--- config.mk ---
export PLATFORM = sky130hd
export DESIGN_NAME = fp_exec_top
export DESIGN_NICKNAME = d
export VERILOG_FILES = /design/src/logic/fp_format_pkg.sv /design/src/logic/fpx_pipe_pkg.sv /design/src/logic/fp_issue_stage.sv /design/src/logic/fp_exec_unit.sv /design/src/logic/pending_fp_ops_queue.sv /design/src/logic/fp_writeback_stage.sv /design/src/logic/fp_exec_top.sv
export SDC_FILE = /design/constraint.sdc
export NUM_CORES = 1
export LEC_CHECK = 0
export ABC_AREA = 1
export BUFFER_PORTS_ARGS = -buffer_cell sky130_fd_sc_hd__clkbuf_2
export CAP_MARGIN = 20
export CORE_MARGIN = 8
export CORE_UTILIZATION = 53
export CTS_CLUSTER_DIAMETER = 30
export DETAILED_ROUTE_END_ITERATION = 8
export GPL_TIMING_DRIVEN = 0
export PLACE_DENSITY = 0.74
export SYNTH_ARGS = -nofsm -noshare
export SYNTH_HDL_FRONTEND = slang
export SYNTH_SLANG_ARGS = --single-unit
--- constraint.sdc ---
create_clock -name clk_i -period 4.65 [get_ports clk_i]
set_clock_uncertainty 0.1 [all_clocks]
set_input_delay 0.465 -clock clk_i [delete_from_list [all_inputs] [get_ports clk_i]]
set_output_delay 0.465 -clock clk_i [all_outputs]
set_load 0.01 [all_outputs]
--- src/logic/fp_format_pkg.sv ---
// Single-precision format definitions
package fp_format_pkg;

    localparam int FP_WIDTH     = 32;
    localparam int FP_EXP_WIDTH = 8;
    localparam int FP_MAN_WIDTH = 23;

    // IEEE 754 binary32, sign in bit 31
    typedef struct packed {
        logic                    sign;
        logic [FP_EXP_WIDTH-1:0] exponent;
        logic [FP_MAN_WIDTH-1:0] mantissa;
    } fp32_t;

    // Exception flags in fflags order
    typedef struct packed {
        logic nv; // Invalid operation
        logic dz; // Divide by zero
        logic of; // Overflow
        logic uf; // Underflow
        logic nx; // Inexact
    } fp_status_t;

    // Canonical quiet NaN
    localparam logic [FP_WIDTH-1:0] FP_CANON_NAN = 32'h7FC0_0000;

    localparam int FP_QNAN_BIT = FP_MAN_WIDTH - 1; // Set for quiet, clear for signaling

    // All-ones exponent, Inf or NaN
    localparam logic [FP_EXP_WIDTH-1:0] FP_EXP_MAX = '1;

endpackage

--- src/logic/fpx_pipe_pkg.sv ---
// FP completion path types
package fpx_pipe_pkg;

    localparam int PFPQ_NUM_ENTRIES = 4;
    localparam int PFPQ_PTR_WIDTH   = $clog2(PFPQ_NUM_ENTRIES);
    localparam int TAG_WIDTH        = 3;  // Wider than the queue index
    localparam int LONG_LATENCY     = 3;  // Min/max pipeline depth
    localparam int REG_ADDR_WIDTH   = 5;

    // Supported operations
    typedef enum logic [2:0] {
        FSGNJ  = 3'd0,
        FSGNJN = 3'd1,
        FSGNJX = 3'd2,
        FMIN   = 3'd3,
        FMAX   = 3'd4
    } fp_op_e;

    typedef logic [TAG_WIDTH-1:0] fpx_tag_t;

    // Request with operands already read
    typedef struct packed {
        logic                      valid;
        fp_op_e                    op;
        logic [REG_ADDR_WIDTH-1:0] rd;
        fp_format_pkg::fp32_t      rs1;
        fp_format_pkg::fp32_t      rs2;
    } fpx_req_t;

    // Queue entry, result filled on completion
    typedef struct packed {
        fpx_req_t                           req;
        fpx_tag_t                           tag;
        logic [fp_format_pkg::FP_WIDTH-1:0] result;
    } fpx_instr_t;

    // Tagged result from the unit
    typedef struct packed {
        logic                               valid;
        fpx_tag_t                           tag;
        logic [fp_format_pkg::FP_WIDTH-1:0] data;
        fp_format_pkg::fp_status_t          status;
    } fpx_result_t;

endpackage

--- src/logic/fp_issue_stage.sv ---
// FP issue register
module fp_issue_stage (
    input  logic                     clk_i,
    input  logic                     rstn_i,
    input  logic                     flush_i,

    input  logic                     req_valid_i,   // Request offered
    input  fpx_pipe_pkg::fpx_req_t   req_i,
    output logic                     ready_o,       // Request taken this edge

    input  fpx_pipe_pkg::fpx_tag_t   tag_i,         // Next tag from the queue
    input  logic                     queue_full_i,
    input  logic                     unit_ready_i,

    output logic                     issue_valid_o, // Queue and unit take it together
    output fpx_pipe_pkg::fpx_instr_t issue_o
);
    import fpx_pipe_pkg::*;

    logic     valid_q;
    fpx_req_t req_q;
    logic     drain;
    logic     accept;

    // Both consumers agree on the same edge
    assign drain         = valid_q & ~queue_full_i & unit_ready_i;
    assign issue_valid_o = drain;

    // Empty or leaving, never during flush
    assign ready_o = ~flush_i & (~valid_q | drain);
    assign accept  = req_valid_i & ready_o;

    // Tag stamped as the entry leaves
    always_comb begin
        issue_o           = '0;
        issue_o.req       = req_q;
        issue_o.req.valid = valid_q;
        issue_o.tag       = tag_i;
    end

    always_ff @(posedge clk_i, negedge rstn_i) begin
        if (!rstn_i) begin
            valid_q <= 1'b0;
        end else if (flush_i) begin
            valid_q <= 1'b0;       // Drop the held request
        end else if (accept) begin
            valid_q <= 1'b1;       // Refill, possibly while draining
        end else if (drain) begin
            valid_q <= 1'b0;
        end
    end

    // Operands and opcode
    always_ff @(posedge clk_i) begin
        if (accept) begin
            req_q <= req_i;
        end
    end

endmodule

--- src/logic/fp_exec_unit.sv ---
// FP sign injection and min/max unit
module fp_exec_unit (
    input  logic                      clk_i,
    input  logic                      rstn_i,
    input  logic                      flush_i,
    input  logic                      issue_valid_i,
    input  fpx_pipe_pkg::fpx_instr_t  issue_i,
    output logic                      unit_ready_o,  // Low on a result slot clash
    output fpx_pipe_pkg::fpx_result_t result_o
);
    import fp_format_pkg::*;
    import fpx_pipe_pkg::*;

    fp32_t      rs1, rs2, sgnj_res;
    logic       issue_short, accept_short, accept_long;
    logic       short_valid_q;     // Sign injection result
    fpx_tag_t   short_tag_q;
    fp32_t      short_data_q;
    logic       d_valid_q, d_max_q, d_a_nan_q, d_b_nan_q, d_nv_q;   // Decode
    fpx_tag_t   d_tag_q;
    fp32_t      d_a_q, d_b_q;
    logic       c_valid_q, c_pick_a_q, c_canon_q, c_nv_q;           // Compare
    fpx_tag_t   c_tag_q;
    fp32_t      c_a_q, c_b_q;
    logic       s_valid_q;                                          // Select
    fpx_tag_t   s_tag_q;
    fp32_t      s_data_q;
    fp_status_t s_status_q;
    logic       a_lt_b, pick_a;

    function automatic logic is_nan(input fp32_t x);
        return (x.exponent == FP_EXP_MAX) && (x.mantissa != '0);
    endfunction

    function automatic logic is_snan(input fp32_t x);
        return is_nan(x) && !x.mantissa[FP_QNAN_BIT];
    endfunction

    assign rs1         = issue_i.req.rs1;
    assign rs2         = issue_i.req.rs2;
    assign issue_short = issue_i.req.op inside {FSGNJ, FSGNJN, FSGNJX};

    // A long op in compare leaves next edge, same slot as a new short one
    assign unit_ready_o = ~(issue_i.req.valid & issue_short & c_valid_q);
    assign accept_short = issue_valid_i & issue_i.req.valid & issue_short & unit_ready_o;
    assign accept_long  = issue_valid_i & issue_i.req.valid & ~issue_short;

    // Magnitude of rs1, sign by rule
    always_comb begin
        sgnj_res = rs1;
        case (issue_i.req.op)
            FSGNJ:   sgnj_res.sign = rs2.sign;
            FSGNJN:  sgnj_res.sign = ~rs2.sign;
            default: sgnj_res.sign = rs1.sign ^ rs2.sign;
        endcase
    end

    // Sign-magnitude ordering, -0 below +0
    always_comb begin
        if (d_a_q.sign != d_b_q.sign) begin
            a_lt_b = d_a_q.sign;
        end else if (d_a_q.sign) begin
            a_lt_b = {d_a_q.exponent, d_a_q.mantissa} > {d_b_q.exponent, d_b_q.mantissa};
        end else begin
            a_lt_b = {d_a_q.exponent, d_a_q.mantissa} < {d_b_q.exponent, d_b_q.mantissa};
        end
        if (d_a_nan_q) pick_a = 1'b0;       // Other operand wins
        else if (d_b_nan_q) pick_a = 1'b1;
        else pick_a = d_max_q ? ~a_lt_b : a_lt_b;
    end

    always_ff @(posedge clk_i, negedge rstn_i) begin
        if (!rstn_i) begin
            short_valid_q <= 1'b0;
            d_valid_q     <= 1'b0;
            c_valid_q     <= 1'b0;
            s_valid_q     <= 1'b0;
        end else if (flush_i) begin
            short_valid_q <= 1'b0;
            d_valid_q     <= 1'b0;
            c_valid_q     <= 1'b0;
            s_valid_q     <= 1'b0;
        end else begin
            short_valid_q <= accept_short;
            d_valid_q     <= accept_long;
            c_valid_q     <= d_valid_q;
            s_valid_q     <= c_valid_q;
        end
    end

    always_ff @(posedge clk_i) begin
        short_tag_q  <= issue_i.tag;
        short_data_q <= sgnj_res;
        d_tag_q      <= issue_i.tag;
        d_max_q      <= (issue_i.req.op == FMAX);
        d_a_q        <= rs1;
        d_b_q        <= rs2;
        d_a_nan_q    <= is_nan(rs1);
        d_b_nan_q    <= is_nan(rs2);
        d_nv_q       <= is_snan(rs1) | is_snan(rs2);  // Signaling input
        c_tag_q      <= d_tag_q;
        c_a_q        <= d_a_q;
        c_b_q        <= d_b_q;
        c_pick_a_q   <= pick_a;
        c_canon_q    <= d_a_nan_q & d_b_nan_q;
        c_nv_q       <= d_nv_q;
        s_tag_q      <= c_tag_q;
        s_data_q     <= c_canon_q ? fp32_t'(FP_CANON_NAN) : (c_pick_a_q ? c_a_q : c_b_q);
        s_status_q   <= '{nv: c_nv_q, default: 1'b0};
    end

    // One result per cycle, short path first
    always_comb begin
        result_o = '0;
        if (short_valid_q) begin
            result_o.valid = 1'b1;
            result_o.tag   = short_tag_q;
            result_o.data  = short_data_q;   // Status stays zero
        end else if (s_valid_q) begin
            result_o.valid  = 1'b1;
            result_o.tag    = s_tag_q;
            result_o.data   = s_data_q;
            result_o.status = s_status_q;
        end
    end

    a_no_result_clash: assert property (@(posedge clk_i) disable iff (!rstn_i)
        !(short_valid_q && s_valid_q));

endmodule

--- src/logic/pending_fp_ops_queue.sv ---
// In-order completion queue for FP operations
module pending_fp_ops_queue (
    input  logic                               clk_i,
    input  logic                               rstn_i,
    input  logic                               flush_i,            // Drop all entries

    input  logic                               valid_i,            // New entry offered
    input  fpx_pipe_pkg::fpx_instr_t           instruction_i,

    input  logic                               result_valid_i,
    input  fpx_pipe_pkg::fpx_tag_t             result_tag_i,       // Which entry finished
    input  logic [fp_format_pkg::FP_WIDTH-1:0] result_data_i,
    input  fp_format_pkg::fp_status_t          result_fp_status_i,
    input  logic                               advance_head_i,     // Head retired

    output fpx_pipe_pkg::fpx_instr_t           finish_instr_fp_o,  // Done head, else zero
    output fp_format_pkg::fp_status_t          finish_fp_status_o,

    output fpx_pipe_pkg::fpx_tag_t             tag_o,              // Tag for the next entry
    output logic                               full_o
);
    import fp_format_pkg::*;
    import fpx_pipe_pkg::*;

    typedef logic [PFPQ_PTR_WIDTH-1:0] pfpq_ptr_t;
    typedef logic [PFPQ_PTR_WIDTH:0]   pfpq_cnt_t;  // One bit over the pointer

    fpx_tag_t  tag_int;
    pfpq_ptr_t head;  // Oldest entry
    pfpq_ptr_t tail;  // Next free slot
    pfpq_cnt_t num;

    logic write_enable;
    logic advance_head_enable;
    logic head_done;
    logic result_hit;
    logic [PFPQ_NUM_ENTRIES-1:0] tag_match;

    // Entry storage
    fpx_instr_t instr_table  [PFPQ_NUM_ENTRIES];
    fp_status_t status_table [PFPQ_NUM_ENTRIES];
    fpx_tag_t   tag_table    [PFPQ_NUM_ENTRIES];
    logic [PFPQ_NUM_ENTRIES-1:0] live_q;  // Slot holds an operation
    logic [PFPQ_NUM_ENTRIES-1:0] done_q;  // Result arrived

    assign tag_o = tag_int;

    assign write_enable        = valid_i & instruction_i.req.valid & (num < PFPQ_NUM_ENTRIES);
    assign advance_head_enable = advance_head_i & (num != '0);

    // Associative lookup on the returning tag
    always_comb begin
        for (int j = 0; j < PFPQ_NUM_ENTRIES; j++) begin
            tag_match[j] = live_q[j] && (tag_table[j] == result_tag_i);
        end
    end
    assign result_hit = |tag_match;

    always_ff @(posedge clk_i, negedge rstn_i) begin
        if (!rstn_i) begin
            head    <= '0;
            tail    <= '0;
            num     <= '0;
            tag_int <= '0;
            live_q  <= '0;
            done_q  <= '0;
        end else if (flush_i) begin
            head    <= '0;
            tail    <= '0;
            num     <= '0;
            tag_int <= '0;     // Tags restart after a flush
            live_q  <= '0;
            done_q  <= '0;
        end else begin
            head    <= head + pfpq_ptr_t'(advance_head_enable);
            tail    <= tail + pfpq_ptr_t'(write_enable);
            num     <= num + pfpq_cnt_t'(write_enable) - pfpq_cnt_t'(advance_head_enable);
            tag_int <= tag_int + fpx_tag_t'(write_enable);
            if (write_enable) begin
                live_q[tail] <= 1'b1;
                done_q[tail] <= 1'b0;
            end
            for (int j = 0; j < PFPQ_NUM_ENTRIES; j++) begin
                if (result_valid_i && tag_match[j]) done_q[j] <= 1'b1;
            end
            if (advance_head_enable) begin
                live_q[head] <= 1'b0;
                done_q[head] <= 1'b0;
            end
        end
    end

    // Payload, qualified by live_q
    always_ff @(posedge clk_i) begin
        if (write_enable) begin
            instr_table[tail] <= instruction_i;
            tag_table[tail]   <= tag_int;
        end
        for (int j = 0; j < PFPQ_NUM_ENTRIES; j++) begin
            if (result_valid_i && tag_match[j]) begin
                instr_table[j].result <= result_data_i;
                status_table[j]       <= result_fp_status_i;
            end
        end
    end

    // Head shown only once its result is in
    assign head_done          = (num != '0) && done_q[head];
    assign finish_instr_fp_o  = head_done ? instr_table[head] : '0;
    assign finish_fp_status_o = head_done ? status_table[head] : '0;

    assign full_o = (num >= PFPQ_NUM_ENTRIES) | flush_i;

    a_count_bound: assert property (@(posedge clk_i) disable iff (!rstn_i)
        num <= PFPQ_NUM_ENTRIES);

    a_no_advance_empty: assert property (@(posedge clk_i) disable iff (!rstn_i)
        advance_head_i |-> (num != '0));

    // Every unit result belongs to an operation still held here
    a_result_has_owner: assert property (@(posedge clk_i) disable iff (!rstn_i)
        result_valid_i |-> result_hit);

endmodule

--- src/logic/fp_writeback_stage.sv ---
// FP writeback and sticky flags
module fp_writeback_stage (
    input  logic                                     clk_i,
    input  logic                                     rstn_i,
    input  logic                                     flush_i,

    input  fpx_pipe_pkg::fpx_instr_t                 finish_instr_i,  // Done head or zero
    input  fp_format_pkg::fp_status_t                finish_status_i,
    output logic                                     advance_head_o,

    output logic                                     wb_valid_o,      // One pulse per retire
    output logic [fpx_pipe_pkg::REG_ADDR_WIDTH-1:0]  wb_rd_o,
    output logic [fp_format_pkg::FP_WIDTH-1:0]       wb_data_o,
    output fp_format_pkg::fp_status_t                wb_status_o,
    output fp_format_pkg::fp_status_t                fflags_o         // Accumulated flags
);

    logic retire;

    // Flushed work never reaches writeback
    assign retire         = finish_instr_i.req.valid & ~flush_i;
    assign advance_head_o = retire;

    always_ff @(posedge clk_i, negedge rstn_i) begin
        if (!rstn_i) begin
            wb_valid_o <= 1'b0;
            fflags_o   <= '0;
        end else begin
            wb_valid_o <= retire;
            if (retire) begin
                fflags_o <= fflags_o | finish_status_i;  // Sticky, survives flush
            end
        end
    end

    // Writeback port payload
    always_ff @(posedge clk_i) begin
        if (retire) begin
            wb_rd_o     <= finish_instr_i.req.rd;
            wb_data_o   <= finish_instr_i.result;
            wb_status_o <= finish_status_i;
        end
    end

endmodule

--- src/logic/fp_exec_top.sv ---
// FP completion path top level
module fp_exec_top (
    input  logic                                    clk_i,
    input  logic                                    rstn_i,
    input  logic                                    flush_i,
    input  logic                                    req_valid_i,
    input  fpx_pipe_pkg::fpx_req_t                  req_i,
    output logic                                    ready_o,
    output logic                                    wb_valid_o,
    output logic [fpx_pipe_pkg::REG_ADDR_WIDTH-1:0] wb_rd_o,
    output logic [fp_format_pkg::FP_WIDTH-1:0]      wb_data_o,
    output fp_format_pkg::fp_status_t               wb_status_o,
    output fp_format_pkg::fp_status_t               fflags_o
);
    import fp_format_pkg::*;
    import fpx_pipe_pkg::*;

    logic        issue_valid;   // Queue and unit take the entry
    fpx_instr_t  issue;
    logic        unit_ready;
    logic        queue_full;
    fpx_tag_t    next_tag;
    fpx_result_t result;        // Out of order from the unit
    fpx_instr_t  finish_instr;  // In order to writeback
    fp_status_t  finish_status;
    logic        advance_head;

    fp_issue_stage u_issue (
        .clk_i, .rstn_i, .flush_i, .req_valid_i, .req_i, .ready_o,
        .tag_i         (next_tag),
        .queue_full_i  (queue_full),
        .unit_ready_i  (unit_ready),
        .issue_valid_o (issue_valid),
        .issue_o       (issue)
    );

    fp_exec_unit u_unit (
        .clk_i, .rstn_i, .flush_i,
        .issue_valid_i (issue_valid),
        .issue_i       (issue),
        .unit_ready_o  (unit_ready),
        .result_o      (result)
    );

    pending_fp_ops_queue u_queue (
        .clk_i, .rstn_i, .flush_i,
        .valid_i            (issue_valid),
        .instruction_i      (issue),
        .result_valid_i     (result.valid),
        .result_tag_i       (result.tag),
        .result_data_i      (result.data),
        .result_fp_status_i (result.status),
        .advance_head_i     (advance_head),
        .finish_instr_fp_o  (finish_instr),
        .finish_fp_status_o (finish_status),
        .tag_o              (next_tag),
        .full_o             (queue_full)
    );

    fp_writeback_stage u_wb (
        .clk_i, .rstn_i, .flush_i,
        .finish_instr_i  (finish_instr),
        .finish_status_i (finish_status),
        .advance_head_o  (advance_head),
        .wb_valid_o, .wb_rd_o, .wb_data_o, .wb_status_o, .fflags_o
    );

endmodule

# Word-level counts from Yosys, hierarchy flattened
# Memory sizes are Yosys's and may differ from the RTL's.
# Index checks and enable logic that the tools add are counted.
dict set report word_totals {
  register_bits 321
  latch_bits 0
  ram_bits 464
  mem_bits_ro 0
  in_bits 77
  out_inout_bits 49
  wordCells 193
  memories 3
}
# name depth width rd rd_clocked_by_memory_dff write_ports line
set mem_list {}
lappend mem_list {u_queue.instr_table 4 108 1 0 5 pending_fp_ops_queue.sv:40} ;# fpx_instr_t instr_table [PFPQ_NUM_ENTRIES];
lappend mem_list {u_queue.status_table 4 5 1 0 4 pending_fp_ops_queue.sv:41} ;# fp_status_t status_table [PFPQ_NUM_ENTRIES];
lappend mem_list {u_queue.tag_table 4 3 4 0 1 pending_fp_ops_queue.sv:42} ;# fpx_tag_t tag_table [PFPQ_NUM_ENTRIES];
dict set report classes {
  add_sub_neg 5
  multipliers 0
  n_div 0
  n_lt_le_gt_ge 8
  n_eq_ne 10
  shifts 0
  n_mux 53
  n_bitwise 32
  reduce_logical 23
}
# cell n
set op_table {}
lappend op_table {{2-to-1 mux 108 bit} 1}
lappend op_table {{nonzero test 23 bit} 2}
lappend op_table {{2-to-1 mux 41 bit} 1}
lappend op_table {{2-to-1 mux 36 bit} 1}
lappend op_table {{2-to-1 mux 1 bit} 32}
lappend op_table {{2-to-1 mux 32 bit} 1}
lappend op_table {{greater-than comparator 31 bit} 1}
lappend op_table {{less-than comparator 31 bit} 1}
lappend op_table {{2-to-1 mux 4 bit} 7}
lappend op_table {{== test 8 bit, second input constant} 2}
lappend op_table {{logical AND 1 bit} 15}
lappend op_table {{bitwise AND 1 bit} 14}
lappend op_table {{bitwise AND 4 bit} 3}
lappend op_table {{== test 3 bit} 4}
lappend op_table {{2-to-1 mux 5 bit} 2}
lappend op_table {{nonzero test 3 bit} 3}
lappend op_table {{inverter 4 bit} 2}
lappend op_table {{inverter 1 bit} 7}
lappend op_table {{adder 3 x 1 -> 3 bit} 2}
lappend op_table {{less-than comparator 2 x 3 -> 1 bit, second input constant} 2}
lappend op_table {{2-to-1 mux 3 bit} 2}
lappend op_table {{bitwise OR 5 bit} 1}
lappend op_table {{adder 2 x 1 -> 2 bit} 2}
lappend op_table {{demux 1 bit (select 2 bit)} 2}
lappend op_table {{other kinds (16)} 21}

# Depth between registers and ports, before layout
# Gate-level depths: netlist of the first run.
dict set report depth {
  word_depth 14
  depth_mapped 17
  mapped_depth_nobuf 17
}

# By module
# Synthesis of the first run repeated with hierarchy kept, for this count alone.
dict set report unflattened {
  hier_cells 3018
  area_unflattened_um2 31048.5
}
# mod n_inst cells_each area_each_um2 seq_area_each_um2
set modules_own_cells {}
lappend modules_own_cells {pending_fp_ops_queue 1 2209 21210.3 14383.8}
lappend modules_own_cells {fp_exec_unit 1 623 5843.1 3663.5}
lappend modules_own_cells {fp_issue_stage 1 120 2509.9 2187.1}
lappend modules_own_cells {fp_writeback_stage 1 66 1485.2 1411.4}

# Worst setup path before layout of the first run
# Ideal clock, no wire load.
dict set report synth_timing {
  path_type {in2reg}
  from {in flush_i}
  to {reg u_issue.req_q, in the netlist u_issue.issue_o[100], enable pin}
  setup_time_ps 503
  arrival_time_ps 4290
  required_ps 4047
  setup_slack_ps -242
  path_stages 8
  cell_sequence {clkbuf_1 -> nor3_1 -> o21ai_1 -> inv_1 -> nor2_1 -> inv_1 -> nand2_1 -> nor2_1}
}
dict set report synth_via {
  elab_chain_cells 7
  elab_cells_between_ends 8
  cone_classes {bitwise (8)}
}
# item line
set synth_rtl {}
lappend synth_rtl {{start, declared} fp_exec_top.sv:5} ;# input logic flush_i,
lappend synth_rtl {{bitwise OR 1 bit} pending_fp_ops_queue.sv:112} ;# assign full_o = (num >= PFPQ_NUM_ENTRIES) | flush_i;
lappend synth_rtl {{inverter 1 bit} fp_issue_stage.sv:26} ;# assign drain = valid_q & ~queue_full_i & unit_ready_i;
lappend synth_rtl {{bitwise AND 1 bit (2 in series)} fp_issue_stage.sv:26}
lappend synth_rtl {{bitwise OR 1 bit} fp_issue_stage.sv:30} ;# assign ready_o = ~flush_i & (~valid_q | drain);
lappend synth_rtl {{bitwise AND 1 bit (*)} fp_issue_stage.sv:30}
lappend synth_rtl {{bitwise AND 1 bit (*)} fp_issue_stage.sv:31} ;# assign accept = req_valid_i & ready_o;
lappend synth_rtl {{net u_issue.accept} fp_issue_stage.sv:23} ;# logic accept;
lappend synth_rtl {{end signal, assigned} fp_issue_stage.sv:56} ;# req_q <= req_i;
lappend synth_rtl {{end, declared} fp_issue_stage.sv:21} ;# fpx_req_t req_q;
# Mark *: on every way through the listed nets, which the timed path passes. The rest lies on a longest branch.
# A chain may end at the register's enable or synchronous reset.

==> results of run 1 <==
==> cell type report <==
class                           count  area, um2  share of cell area [%]
Buffer                             58        318                    1.46
Tap cell                          402        503                    2.31
Clock buffer                      110       2420                    11.1
Sequential cell                   481      12500                    57.6
Multi-Input combinational cell    677       3590                    16.5
Clock inverter                     56        676                    3.10
Timing Repair Buffer              193       1390                    6.38
Inverter                           94        353                    1.62
==> timing repair <==
action,4_1_cts,5_1_grt
resized for setup,0,0
endpoints found under the hold margin,97,0
hold buffers,73,0
==> routing by layer <==
layer | global-route usage [%] | vias to the layer above | share of wire [%] | wire (um)
met5 | 0 | - | 0 | 0
met4 | 8.47 | 0 | 2.6 | 991
met3 | 4.25 | 79 | 6.3 | 2380
met2 | 34.9 | 409 | 51 | 19200
met1 | 23.8 | 5185 | 41 | 15400
li1 | - | 5115 | - | -
==> worst paths after layout <==
path | startpoint | end | slack [ns] | depth (start not counted)
setup reg to reg | u_issue.valid_q$_DFFE_PN0P_ | u_queue.instr_table[1][30]$_DFFE_PP_ | 1.10 | 6
hold / removal | req_valid_i | u_issue.valid_q$_DFFE_PN0P_ | 0.08 | 3
max in group asynchronous | rstn_i | u_wb.wb_valid_o$_DFF_PN0_ | 3.69 | 2
hold reg to reg | u_unit.c_tag_q[1]$_DFF_P_ | u_unit.s_tag_q[1]$_DFF_P_ | 0.22 | 0
min in group asynchronous | rstn_i | u_queue.num[2]$_DFF_PN0_ | 0.32 | 2
setup / recovery | u_issue.valid_q$_DFFE_PN0P_ | u_queue.instr_table[1][30]$_DFFE_PP_ | 1.10 | 6
==> power breakdown <==
group	total, mW	internal, mW	switching [mW]
logic	0.305	0.135	0.169
registers	4.70	4.63	0.0654
clock network	6.44	4.20	2.25
==> cell families (layout without fill, tap and decap cells) <==
family | after synthesis | in the layout | share of synthesized area, %
flip-flops | 481 | 481 | 74.9
AND/OR/NAND/NOR | 450 | 450 | 11.0
AO/OA/AOI/OAI | 174 | 174 | 6.78
buffers and inverters | 152 | 511 | 4.01
adder cells (fa/ha/maj) | 38 | 38 | 2.89
XOR/XNOR | 7 | 7 | 0.366
other | 1 | 8 | 0.0224
==> worst max-delay path: cells and delay by family, from the launching register on <==
kind	cells	cell delay, ns
AO/OA/AOI/OAI	1	0.37
buffers and inverters	2	0.30
flip-flops	1	0.41
AND/OR/NAND/NOR	3	1.98
==> stage by stage <==
stage	total power [mW]	instance area [um2]	cells
after floorplan	4.91	16800	1310
after detailed placement	5.02	18000	1832
final	11.4	21800	2071
after global routing	11.8	21800	2071
after global placement	5.00	17800	1827
after CTS	11.5	21800	2071
==> cell usage after synthesis, types with 2 or more instances <==
| master | n | area, um2 |
|---|---|---|
| buf_6 | 7 | 78.8 |
| o22ai_1 | 3 | 18.8 |
| nor3_1 | 9 | 45.0 |
| o21ai_0 | 27 | 135 |
| a21o_1 | 3 | 22.5 |
| clkbuf_1 | 29 | 109 |
| nand3b_1 | 2 | 15.0 |
| nand2_1 | 179 | 672 |
| buf_4 | 8 | 60.1 |
| and3_1 | 2 | 12.5 |
| dfrtp_1 | 25 | 626 |
| edfxtp_1 | 278 | 8350 |
| a21oi_1 | 24 | 120 |
| dfxtp_1 | 178 | 3560 |
| a21oi_2 | 2 | 17.5 |
| nor2_1 | 218 | 818 |
| a22oi_1 | 73 | 548 |
| ha_1 | 37 | 463 |
| nand4_1 | 8 | 50.1 |
| buf_2 | 14 | 70.1 |
| o21ai_1 | 3 | 15.0 |
| a31oi_1 | 37 | 231 |
| nand4_4 | 2 | 42.5 |
| inv_1 | 91 | 342 |
| nand3_1 | 13 | 65.1 |
| nor4_1 | 10 | 62.6 |
| xnor2_1 | 7 | 61.3 |
| nand3_2 | 2 | 20.0 |
| inv_2 | 3 | 11.3 |
==> registers in the layout, summed over array words and instances (netlist names), 2 cells and up <==
| signal | count |
|---|---|
| u_issue.issue_o | 72 |
| u_queue.done_q | 4 |
| u_queue.head | 2 |
| u_queue.instr_table | 164 |
| u_queue.live_q | 4 |
| u_queue.num | 3 |
| u_queue.status_table | 4 |
| u_queue.tag_o | 3 |
| u_queue.tail | 2 |
| u_unit.c_a_q | 32 |
| u_unit.c_b_q | 32 |
| u_unit.c_tag_q | 3 |
| u_unit.d_b_q | 32 |
| u_unit.s_data_q | 32 |
| u_unit.s_tag_q | 3 |
| u_unit.short_data_q | 32 |
| u_unit.short_tag_q | 3 |
| u_wb.wb_data_o | 32 |
| u_wb.wb_rd_o | 5 |
==> flow_summary_export.csv, run 1 <==
group,metric,value,unit
route,num_vias,10800,
final_layout,fin_util,69.6,%
final_layout,drive_gt1_share,19.5,%
timing,final.setup.worst_slack,1.10,ns
timing,rsz0062_at_grt,"no",
final_layout,areaGrowthSynthToFinish,30.2,%
worst_setup_path,cp_common_cell,"inv_1",
logic_synthesis,ys_seq_elements,481,
logic_synthesis,avgSynthCellArea,12.8,um2
timing,setup_viol,0,
floorplanning,initial_core_util,53.4,%
logic_synthesis,synth_flop_cell,"edfxtp_1",
final_layout,diodes,0,
timing,fin_crit_sh,76.3,%
route,drc,0,
clock_tree,clock_sinks,481,
placement,dpl.hpwl,24.0,mm
run,drv_cap,0,
final_layout,nFillCells,2013,
floorplanning,num_rows,65,
logic_synthesis,ys_seq_area_share,74.9,%
clock_tree,cts_buffers,88,
final_layout,final_cell_mix,"278 x edfxtp_1, 216 x nor2_1, 178 x dfxtp_1",
worst_setup_path,required,4.76,ns
power,ir_worst_vdd,0.000350,V
clock_tree,cts_root_buf,"clkbuf_16",
timing,period_needed,3.55,ns
route,drt_first_pass_iters,6,
logic_synthesis,synth_cell_types,38,
floorplanning,fp.dieArea,37500,um2
worst_setup_path,start_kind,"register",
min_path,hold_path.class,"input pin to register",
route,ant_nets,0,
final_layout,fin_nets,1708,
clock_tree,cts_tree,"yes",
global_routing,gr-total-overflow,0,
logic_synthesis,synth.cell_area,16700,um2
global_routing,grt_util_all_layers,20.0,%
timing,fin_tns_setup,0,ns
timing,slew_headroom,30.5,%
placement,dp_slack,0.858,ns
power,p_leak,8.50,nW
logic_synthesis,async_reset_ff_share,5.20,%
placement,gp_congestion,0.799,
outcome,status,"finished clean",
route,avgRoutedWirePerCell,18.3,um
floorplanning,ios,126,
placement,io_buffers,115,
final_layout,final_common_cell,"edfxtp_1",
worst_setup_path,max_stage_delay,0.87,ns
clock_tree,clockBufferDepth,3,
clock_tree,clock_latency,0.61,ns
worst_setup_path,crit_type,"register to register",
logic_synthesis,synthCells,1303,
route,routed_wl,38.0,mm
worst_setup_path,arrival,3.66,ns
global_routing,grt_pass1_vias,11300,
worst_setup_path,cp_cell_sequence,"inv_1 -> nor3_1 -> o21ai_1 -> nor3_2 -> inv_1 -> nand2_2",
timing,max_freq,282,MHz
floorplanning,die_w,194,um
timing,maxSlewViolCount,0,
timing,worst_slew_pin_slew,1.04,ns
worst_setup_path,cp_slowest_cell,"nor3_2",
clock_tree,path_clk_slew,0.05,ns
worst_setup_path,end_kind,"register",
floorplanning,core_area,31300,um2
global_routing,antenna_found_initial,0,
timing,finalHoldViolCount,0,
power,pwr_density_cell,526,nW/um2
clock_tree,postCtsSetupBuffers,0,
clock_tree,cts_max_level,3,
global_routing,grt_pass1_wl,59.4,mm
route,dr.first_iter.drc_count,839,
global_routing,grt_max_degree,38,
route,vias_per_cell,5.21,
worst_setup_path,crit_path_max_fanout,32,
logic_synthesis,synth_edf_count,278,
floorplanning,die_h,194,um
logic_synthesis,ys_warn_count,0,
timing,holdWs,0.0800,ns
No activity file was read; power rests on OpenSTA's default activity.
==> run 2: changes to the inputs <==
- clock period: 4.65 -> 3 ns (I/O delays scaled with it)
==> run 2 against run 1 <==
Net effect:
- register-to-register slack got worse by 1.0 ns
- highest routed layer is now met5
- die area stayed put
- utilization rose by 0.54 points
- sequential power increased by 55%
- largest cell class unchanged
- critical path depth did not move
- fmax rose by 23%
- hold slack lost 0.045 ns
- via count up 0.14%
- clock-buffer cell count fell by 11
- sequential share of layout area decreased by 0.44 points
==> flow_summary_export.csv, run 2 (same netlist as run 1, synthesis figures left out) <==
group,metric,value,unit
outcome,status,"finished clean",
floorplanning,ios,126,
final_layout,diodes,0,
clock_tree,clock_latency,0.61,ns
clock_tree,clock_sinks,481,
route,avgRoutedWirePerCell,18.7,um
timing,slew_headroom,48.9,%
timing,rsz0062_at_grt,"no",
route,drt_first_pass_iters,5,
global_routing,gr-total-overflow,0,
worst_setup_path,path_buf_inv,2,
timing,period_needed,2.89,ns
final_layout,drive_gt1_share,20.3,%
route,vias_per_cell,5.20,
global_routing,grt_util_all_layers,20.6,%
worst_setup_path,end_kind,"register",
route,dr.first_iter.drc_count,826,
power,comb_power_share,2.7,%
floorplanning,num_rows,65,
global_routing,antenna_found_initial,1,
clock_tree,path_clk_slew,0.05,ns
timing,worst_slew_pin_slew,0.766,ns
timing,finalHoldViolCount,0,
floorplanning,core_area,31300,um2
power,p_leak,8.55,nW
final_layout,areaGrowthSynthToFinish,31.2,%
worst_setup_path,max_stage_delay,0.55,ns
clock_tree,cts_buffers,87,
timing,fin_crit_sh,96.4,%
timing,maxSlewViolCount,0,
power,clockPowerShare,56.7,%
clock_tree,cts_max_level,3,
placement,io_buffers,115,
worst_setup_path,crit_type,"register to register",
global_routing,grt_pass1_wl,61.1,mm
global_routing,grt_max_degree,38,
final_layout,final_cell_mix,"278 x edfxtp_1, 213 x nor2_1, 178 x dfxtp_1",
run,drv_cap,0,
power,switchingPower,3.88,mW
route,ant_nets,0,
worst_setup_path,crit_path_max_fanout,32,
worst_setup_path,arrival,3.02,ns
power,power,17.9,mW
timing,max_freq,346,MHz
power,pwr_density_cell,817,nW/um2
route,routed_wl,38.8,mm
worst_setup_path,path_delay_family,"simple AND/OR/NAND/NOR gates",
worst_setup_path,cp_common_cell,"inv_1",
placement,dp_slack,-0.512,ns
power,swShare,21.6,%
floorplanning,initial_core_util,53.4,%
timing,final.setup.worst_slack,0.107,ns
worst_setup_path,cp_slowest_cell,"nor3_4",
worst_setup_path,start_kind,"register",
worst_setup_path,required,3.13,ns
clock_tree,clockBufferDepth,3,
final_layout,final_common_cell,"edfxtp_1",
floorplanning,fp.dieArea,37500,um2
placement,gp_congestion,0.800,
power,p_seq_share,40.6,%
power,ir_worst_vdd,0.000549,V
timing,setup_viol,0,
route,num_vias,10800,
min_path,hold_path.class,"input pin to register",
final_layout,largest_reg_flops,164,
floorplanning,die_h,194,um
clock_tree,cts_tree,"yes",
worst_setup_path,cp_cell_sequence,"inv_1 -> nor3_1 -> o21ai_4 -> nor3_4 -> inv_1 -> nand2_4",
final_layout,fin_nets,1714,
route,drc,0,
power,p_int,14.1,mW
global_routing,grt_pass1_vias,11500,
floorplanning,die_w,194,um
placement,dpl.hpwl,24.0,mm
clock_tree,cts_root_buf,"clkbuf_16",
final_layout,regMostFlops,"u_queue.instr_table",
-- run 2: worst paths after layout --
kind | depth (start not counted) | to | start | slack [ns]
worst max-delay path | 6 | u_queue.instr_table[1][23]$_DFFE_PP_ | u_issue.valid_q$_DFFE_PN0P_ | 0.11
worst min-delay path | 2 | u_issue.valid_q$_DFFE_PN0P_ | flush_i | 0.03
worst max register to register | 6 | u_queue.instr_table[1][23]$_DFFE_PP_ | u_issue.valid_q$_DFFE_PN0P_ | 0.11
worst min register to register | 0 | u_unit.s_tag_q[1]$_DFF_P_ | u_unit.c_tag_q[1]$_DFF_P_ | 0.22
max in group asynchronous | 2 | u_wb.fflags_o[4]$_DFFE_PN0N_ | rstn_i | 2.22
min in group asynchronous | 2 | u_queue.tag_o[2]$_DFF_PN0_ | rstn_i | 0.15
-- run 2: metal layers --
| layer | vias up | track usage [%] | part of all wire, % |
|---|---|---|---|
| li1 | 5134 | - | - |
| met1 | 5132 | 24.0 | 40 |
| met2 | 431 | 35.5 | 50 |
| met3 | 104 | 4.96 | 6.8 |
| met4 | 2 | 10.1 | 3.5 |
| met5 | - | 0 | 0.033 |
-- run 2: area by class of cell --
class	instances	area, um2
sequential	481	12500
fill	1975	9360
multi-input combinational	677	3650
clock buffer	99	2330
timing repair buffer	200	1440
clock inverter	65	818
tap	402	503
inverter	94	353
buffer	58	318
-- run 2: repair_timing --
item	CTS	global route
setup endpoints to repair	104	6
buffers inserted	0	6
pin swaps	0	2
gates resized for setup	11	4
endpoints found under the hold margin	98	0
hold buffers	74	0
-- run 2: power groups by stage --
stage	Combinational [mW]	Clock (mW)	Sequential, mW
after floorplan	0.248	0	7.36
after global placement	0.361	0	7.39
after detailed placement	0.386	0	7.40
after CTS	0.474	10.3	7.28
after global routing	0.541	10.6	7.29
final	0.484	10.2	7.28
-- run 2: per-stage QoR --
stage	cell area [um2]	util, %	TNS [ns]	hold WS [ns]	std cells
global placement	17800	57.0	-233.71	0.212	1827
finish	21900	70.1	0	0.0347	2076
CTS	21900	69.9	0	0.0124	2070
global route	21900	70.1	0	0.0470	2076
detailed placement	18000	57.4	-39.78	0.212	1832
floorplan	16800	-	0	-0.0956	1310
-- run 2: worst reg2reg max path: stages, from the launching register on --
cell and delay [ns]:
dfrtp_1 0.41, inv_1 0.08, nor3_1 0.49, o21ai_4 0.22, nor3_4 0.55, inv_1 0.23, nand2_4 0.44
==> run 3: changes to the inputs <==
- CORE_UTILIZATION: 53 -> 60
- PLACE_DENSITY: 0.74 -> 0.8
- clock period: 3 -> 3.64 ns (I/O delays scaled with it)
==> run 3 against run 2 <==
Net effect:
- the run now ends with design-rule violations left
- critical path depth is the same
- cell area shrank 2.0%
- via count grew 2.8%
- combinational power shrank 16%
- sequential share of layout area grew 1.1 points
- hold slack gained 0.038 ns
- final cell count shrank 2.2%
- die area shrank 11%
- register-to-register slack gained 0.23 ns
- fmax shrank 13%
- wire length grew 3.1%
- critical endpoint is now u_queue.instr_table[1][13]$_DFFE_PP_
- largest cell class unchanged
- largest power group unchanged
==> flow_summary_export.csv, run 3 (same netlist as run 1, synthesis figures left out) <==
group,metric,value,unit
outcome,status,"finished, violations left",
outcome,violations,"design-rule violations",
worst_setup_path,reg2reg_to,"u_queue.instr_table[1][13]$_DFFE_PP_",
global_routing,antenna_found_initial,0,
power,switchingPower,3.10,mW
clock_tree,clock_latency,0.60,ns
final_layout,finalNonFillerCells,2030,
worst_setup_path,max_stage_delay,0.70,ns
clock_tree,cts_buffers,79,
placement,dpl.hpwl,23.3,mm
final_layout,areaGrowthSynthToFinish,28.6,%
global_routing,gr-total-overflow,0,
route,avgRoutedWirePerCell,19.7,um
clock_tree,clockBufferDepth,3,
worst_setup_path,arrival,3.41,ns
timing,max_freq,302,MHz
worst_setup_path,cp_slowest_cell,"nand2_2",
power,swShare,21.9,%
route,dr.first_iter.drc_count,987,
final_layout,final_common_cell,"edfxtp_1",
power,clockPowerShare,54.8,%
power,comb_power_share,2.9,%
worst_setup_path,critPathCapture,"u_queue.instr_table[1][13]$_DFFE_PP_",
clock_tree,cts_root_buf,"clkbuf_16",
worst_setup_path,cp_cell_sequence,"inv_1 -> nor3_1 -> o21ai_1 -> nor3_4 -> inv_1 -> nand2_2",
clock_tree,cts_max_level,3,
worst_setup_path,worst-path-stages,6,
route,drc,1,
global_routing,grt_max_degree,39,
worst_setup_path,crit_type,"register to register",
timing,period_needed,3.31,ns
timing,fin_crit_sh,90.9,%
final_layout,fin_nets,1701,
floorplanning,core_area,27600,um2
power,ir_worst_vdd,0.000590,V
final_layout,nFillCells,1558,
worst_setup_path,path_buf_inv,2,
worst_setup_path,end_kind,"register",
timing,rsz0062_at_grt,"no",
power,power,14.2,mW
placement,dp.cells,1809,
timing,worst_slew_pin_slew,0.953,ns
worst_setup_path,start_kind,"register",
worst_setup_path,r2r_start,"u_issue.valid_q$_DFFE_PN0P_",
power,p_seq_share,42.3,%
worst_setup_path,critPathLaunch,"u_issue.valid_q$_DFFE_PN0P_",
floorplanning,fp.dieArea,33500,um2
power,p_leak,8.38,nW
floorplanning,initial_core_util,60.5,%
power,pwr_density_cell,659,nW/um2
route,num_vias,11100,
timing,setup_viol,0,
worst_setup_path,path_delay_family,"simple AND/OR/NAND/NOR gates",
route,drt_first_pass_iters,7,
run,drv_cap,0,
final_layout,final_cell_mix,"278 x edfxtp_1, 216 x nor2_1, 178 x dfxtp_1",
floorplanning,die_h,183,um
clock_tree,clock_sinks,481,
worst_setup_path,r2r_setup_slack,0.33,ns
final_layout,diodes,0,
global_routing,grt_pass1_vias,11800,
route,vias_per_cell,5.47,
worst_setup_path,required,3.74,ns
placement,dp_slack,-0.0934,ns
min_path,hold_path.class,"input pin to register",
timing,finalHoldViolCount,0,
floorplanning,ios,126,
timing,slew_headroom,36.2,%
worst_setup_path,worst-r2r-cell-count,6,
power,p_int,11.1,mW
global_routing,grt_util_all_layers,24.1,%
final_layout,largest_reg_flops,164,
timing,final.setup.worst_slack,0.332,ns
floorplanning,num_rows,61,
route,ant_nets,0,
clock_tree,postCtsSetupBuffers,0,
clock_tree,cts_tree,"yes",
timing,maxSlewViolCount,0,
placement,io_buffers,115,
worst_setup_path,crit_path_max_fanout,32,
final_layout,regMostFlops,"u_queue.instr_table",
route,routed_wl,40.0,mm
global_routing,grt_pass1_wl,62.7,mm
worst_setup_path,cp_common_cell,"inv_1",
timing,holdWs,0.0731,ns
placement,gp_congestion,0.837,
clock_tree,path_clk_slew,0.05,ns
final_layout,drive_gt1_share,18.3,%
floorplanning,die_w,183,um
-- run 3: cell count changes in the layout (fill, tap and decap cells not counted), sizes merged --
cell / before / now
buf: 40 / 35
bufinv: 11 / 10
inv: 109 / 106
clkinv: 28 / 24
clkinvlp: 11 / 5
clkbuf: 243 / 240
-- run 3: power by group through the flow --
stage	Sequential, mW	Clock (mW)	Combinational (mW)
2_1_floorplan	6.07	0	0.204
3_3_place_gp	6.10	0	0.293
3_5_place_dp	6.10	0	0.320
4_1_cts	6.00	7.79	0.396
5_1_grt	6.01	8.11	0.451
6_report	6.00	7.77	0.406
-- run 3: metal layers --
metal / track usage [%] / vias to the layer above / part of all wire, %
met2: 42.0 / 575 / 51
met5: 0 / - / 0
li1: - / 5087 / -
met3: 6.27 / 94 / 8.6
met4: 9.30 / 0 / 2.6
met1: 28.3 / 5348 / 38
-- run 3: per-stage QoR --
| step | TNS, ns | area (um2) | util [%] |
|---|---|---|---|
| finish | 0 | 21500 | 77.9 |
| global route | 0 | 21500 | 77.9 |
| CTS | 0 | 21500 | 77.9 |
| detailed placement | -2.92 | 17900 | 64.9 |
| global placement | -224.32 | 17800 | 64.4 |
| floorplan | 0 | 16800 | - |
-- run 3: cell type report --
type	instances	area [um2]	area share, %
clock inverter	51	713	3.31
tap	378	473	2.20
multi-input combinational	677	3600	16.7
sequential	481	12500	58.3
buffer	58	318	1.48
timing repair buffer	195	1410	6.53
inverter	94	353	1.64
clock buffer	96	2120	9.87
-- run 3: worst min path at each step --
stage	depth (start not counted)	startpoint	to
after floorplan	0	rstn_i	u_issue.valid_q$_DFFE_PN0P_
after global routing	2	flush_i	u_issue.valid_q$_DFFE_PN0P_
after detailed placement	0	u_unit.c_tag_q[0]$_DFF_P_	u_unit.s_tag_q[0]$_DFF_P_
after global placement	0	u_unit.c_tag_q[0]$_DFF_P_	u_unit.s_tag_q[0]$_DFF_P_
after CTS	2	flush_i	u_issue.valid_q$_DFFE_PN0P_
final	2	flush_i	u_issue.valid_q$_DFFE_PN0P_
-- run 3: timing repair --
| action | in CTS | in global routing |
|---|---|---|
| hold buffers | 74 | 0 |
| resized for setup | 0 | 1 |
| endpoints found under the setup margin | 0 | 32 |
| hold endpoints to repair | 98 | 0 |
-- run 3: worst register-to-register path, cell delays in order, from the launching register on --
cell and delay [ns]:
dfrtp_1 0.39, inv_1 0.08, nor3_1 0.42, o21ai_1 0.41
nor3_4 0.62, inv_1 0.20, nand2_2 0.70
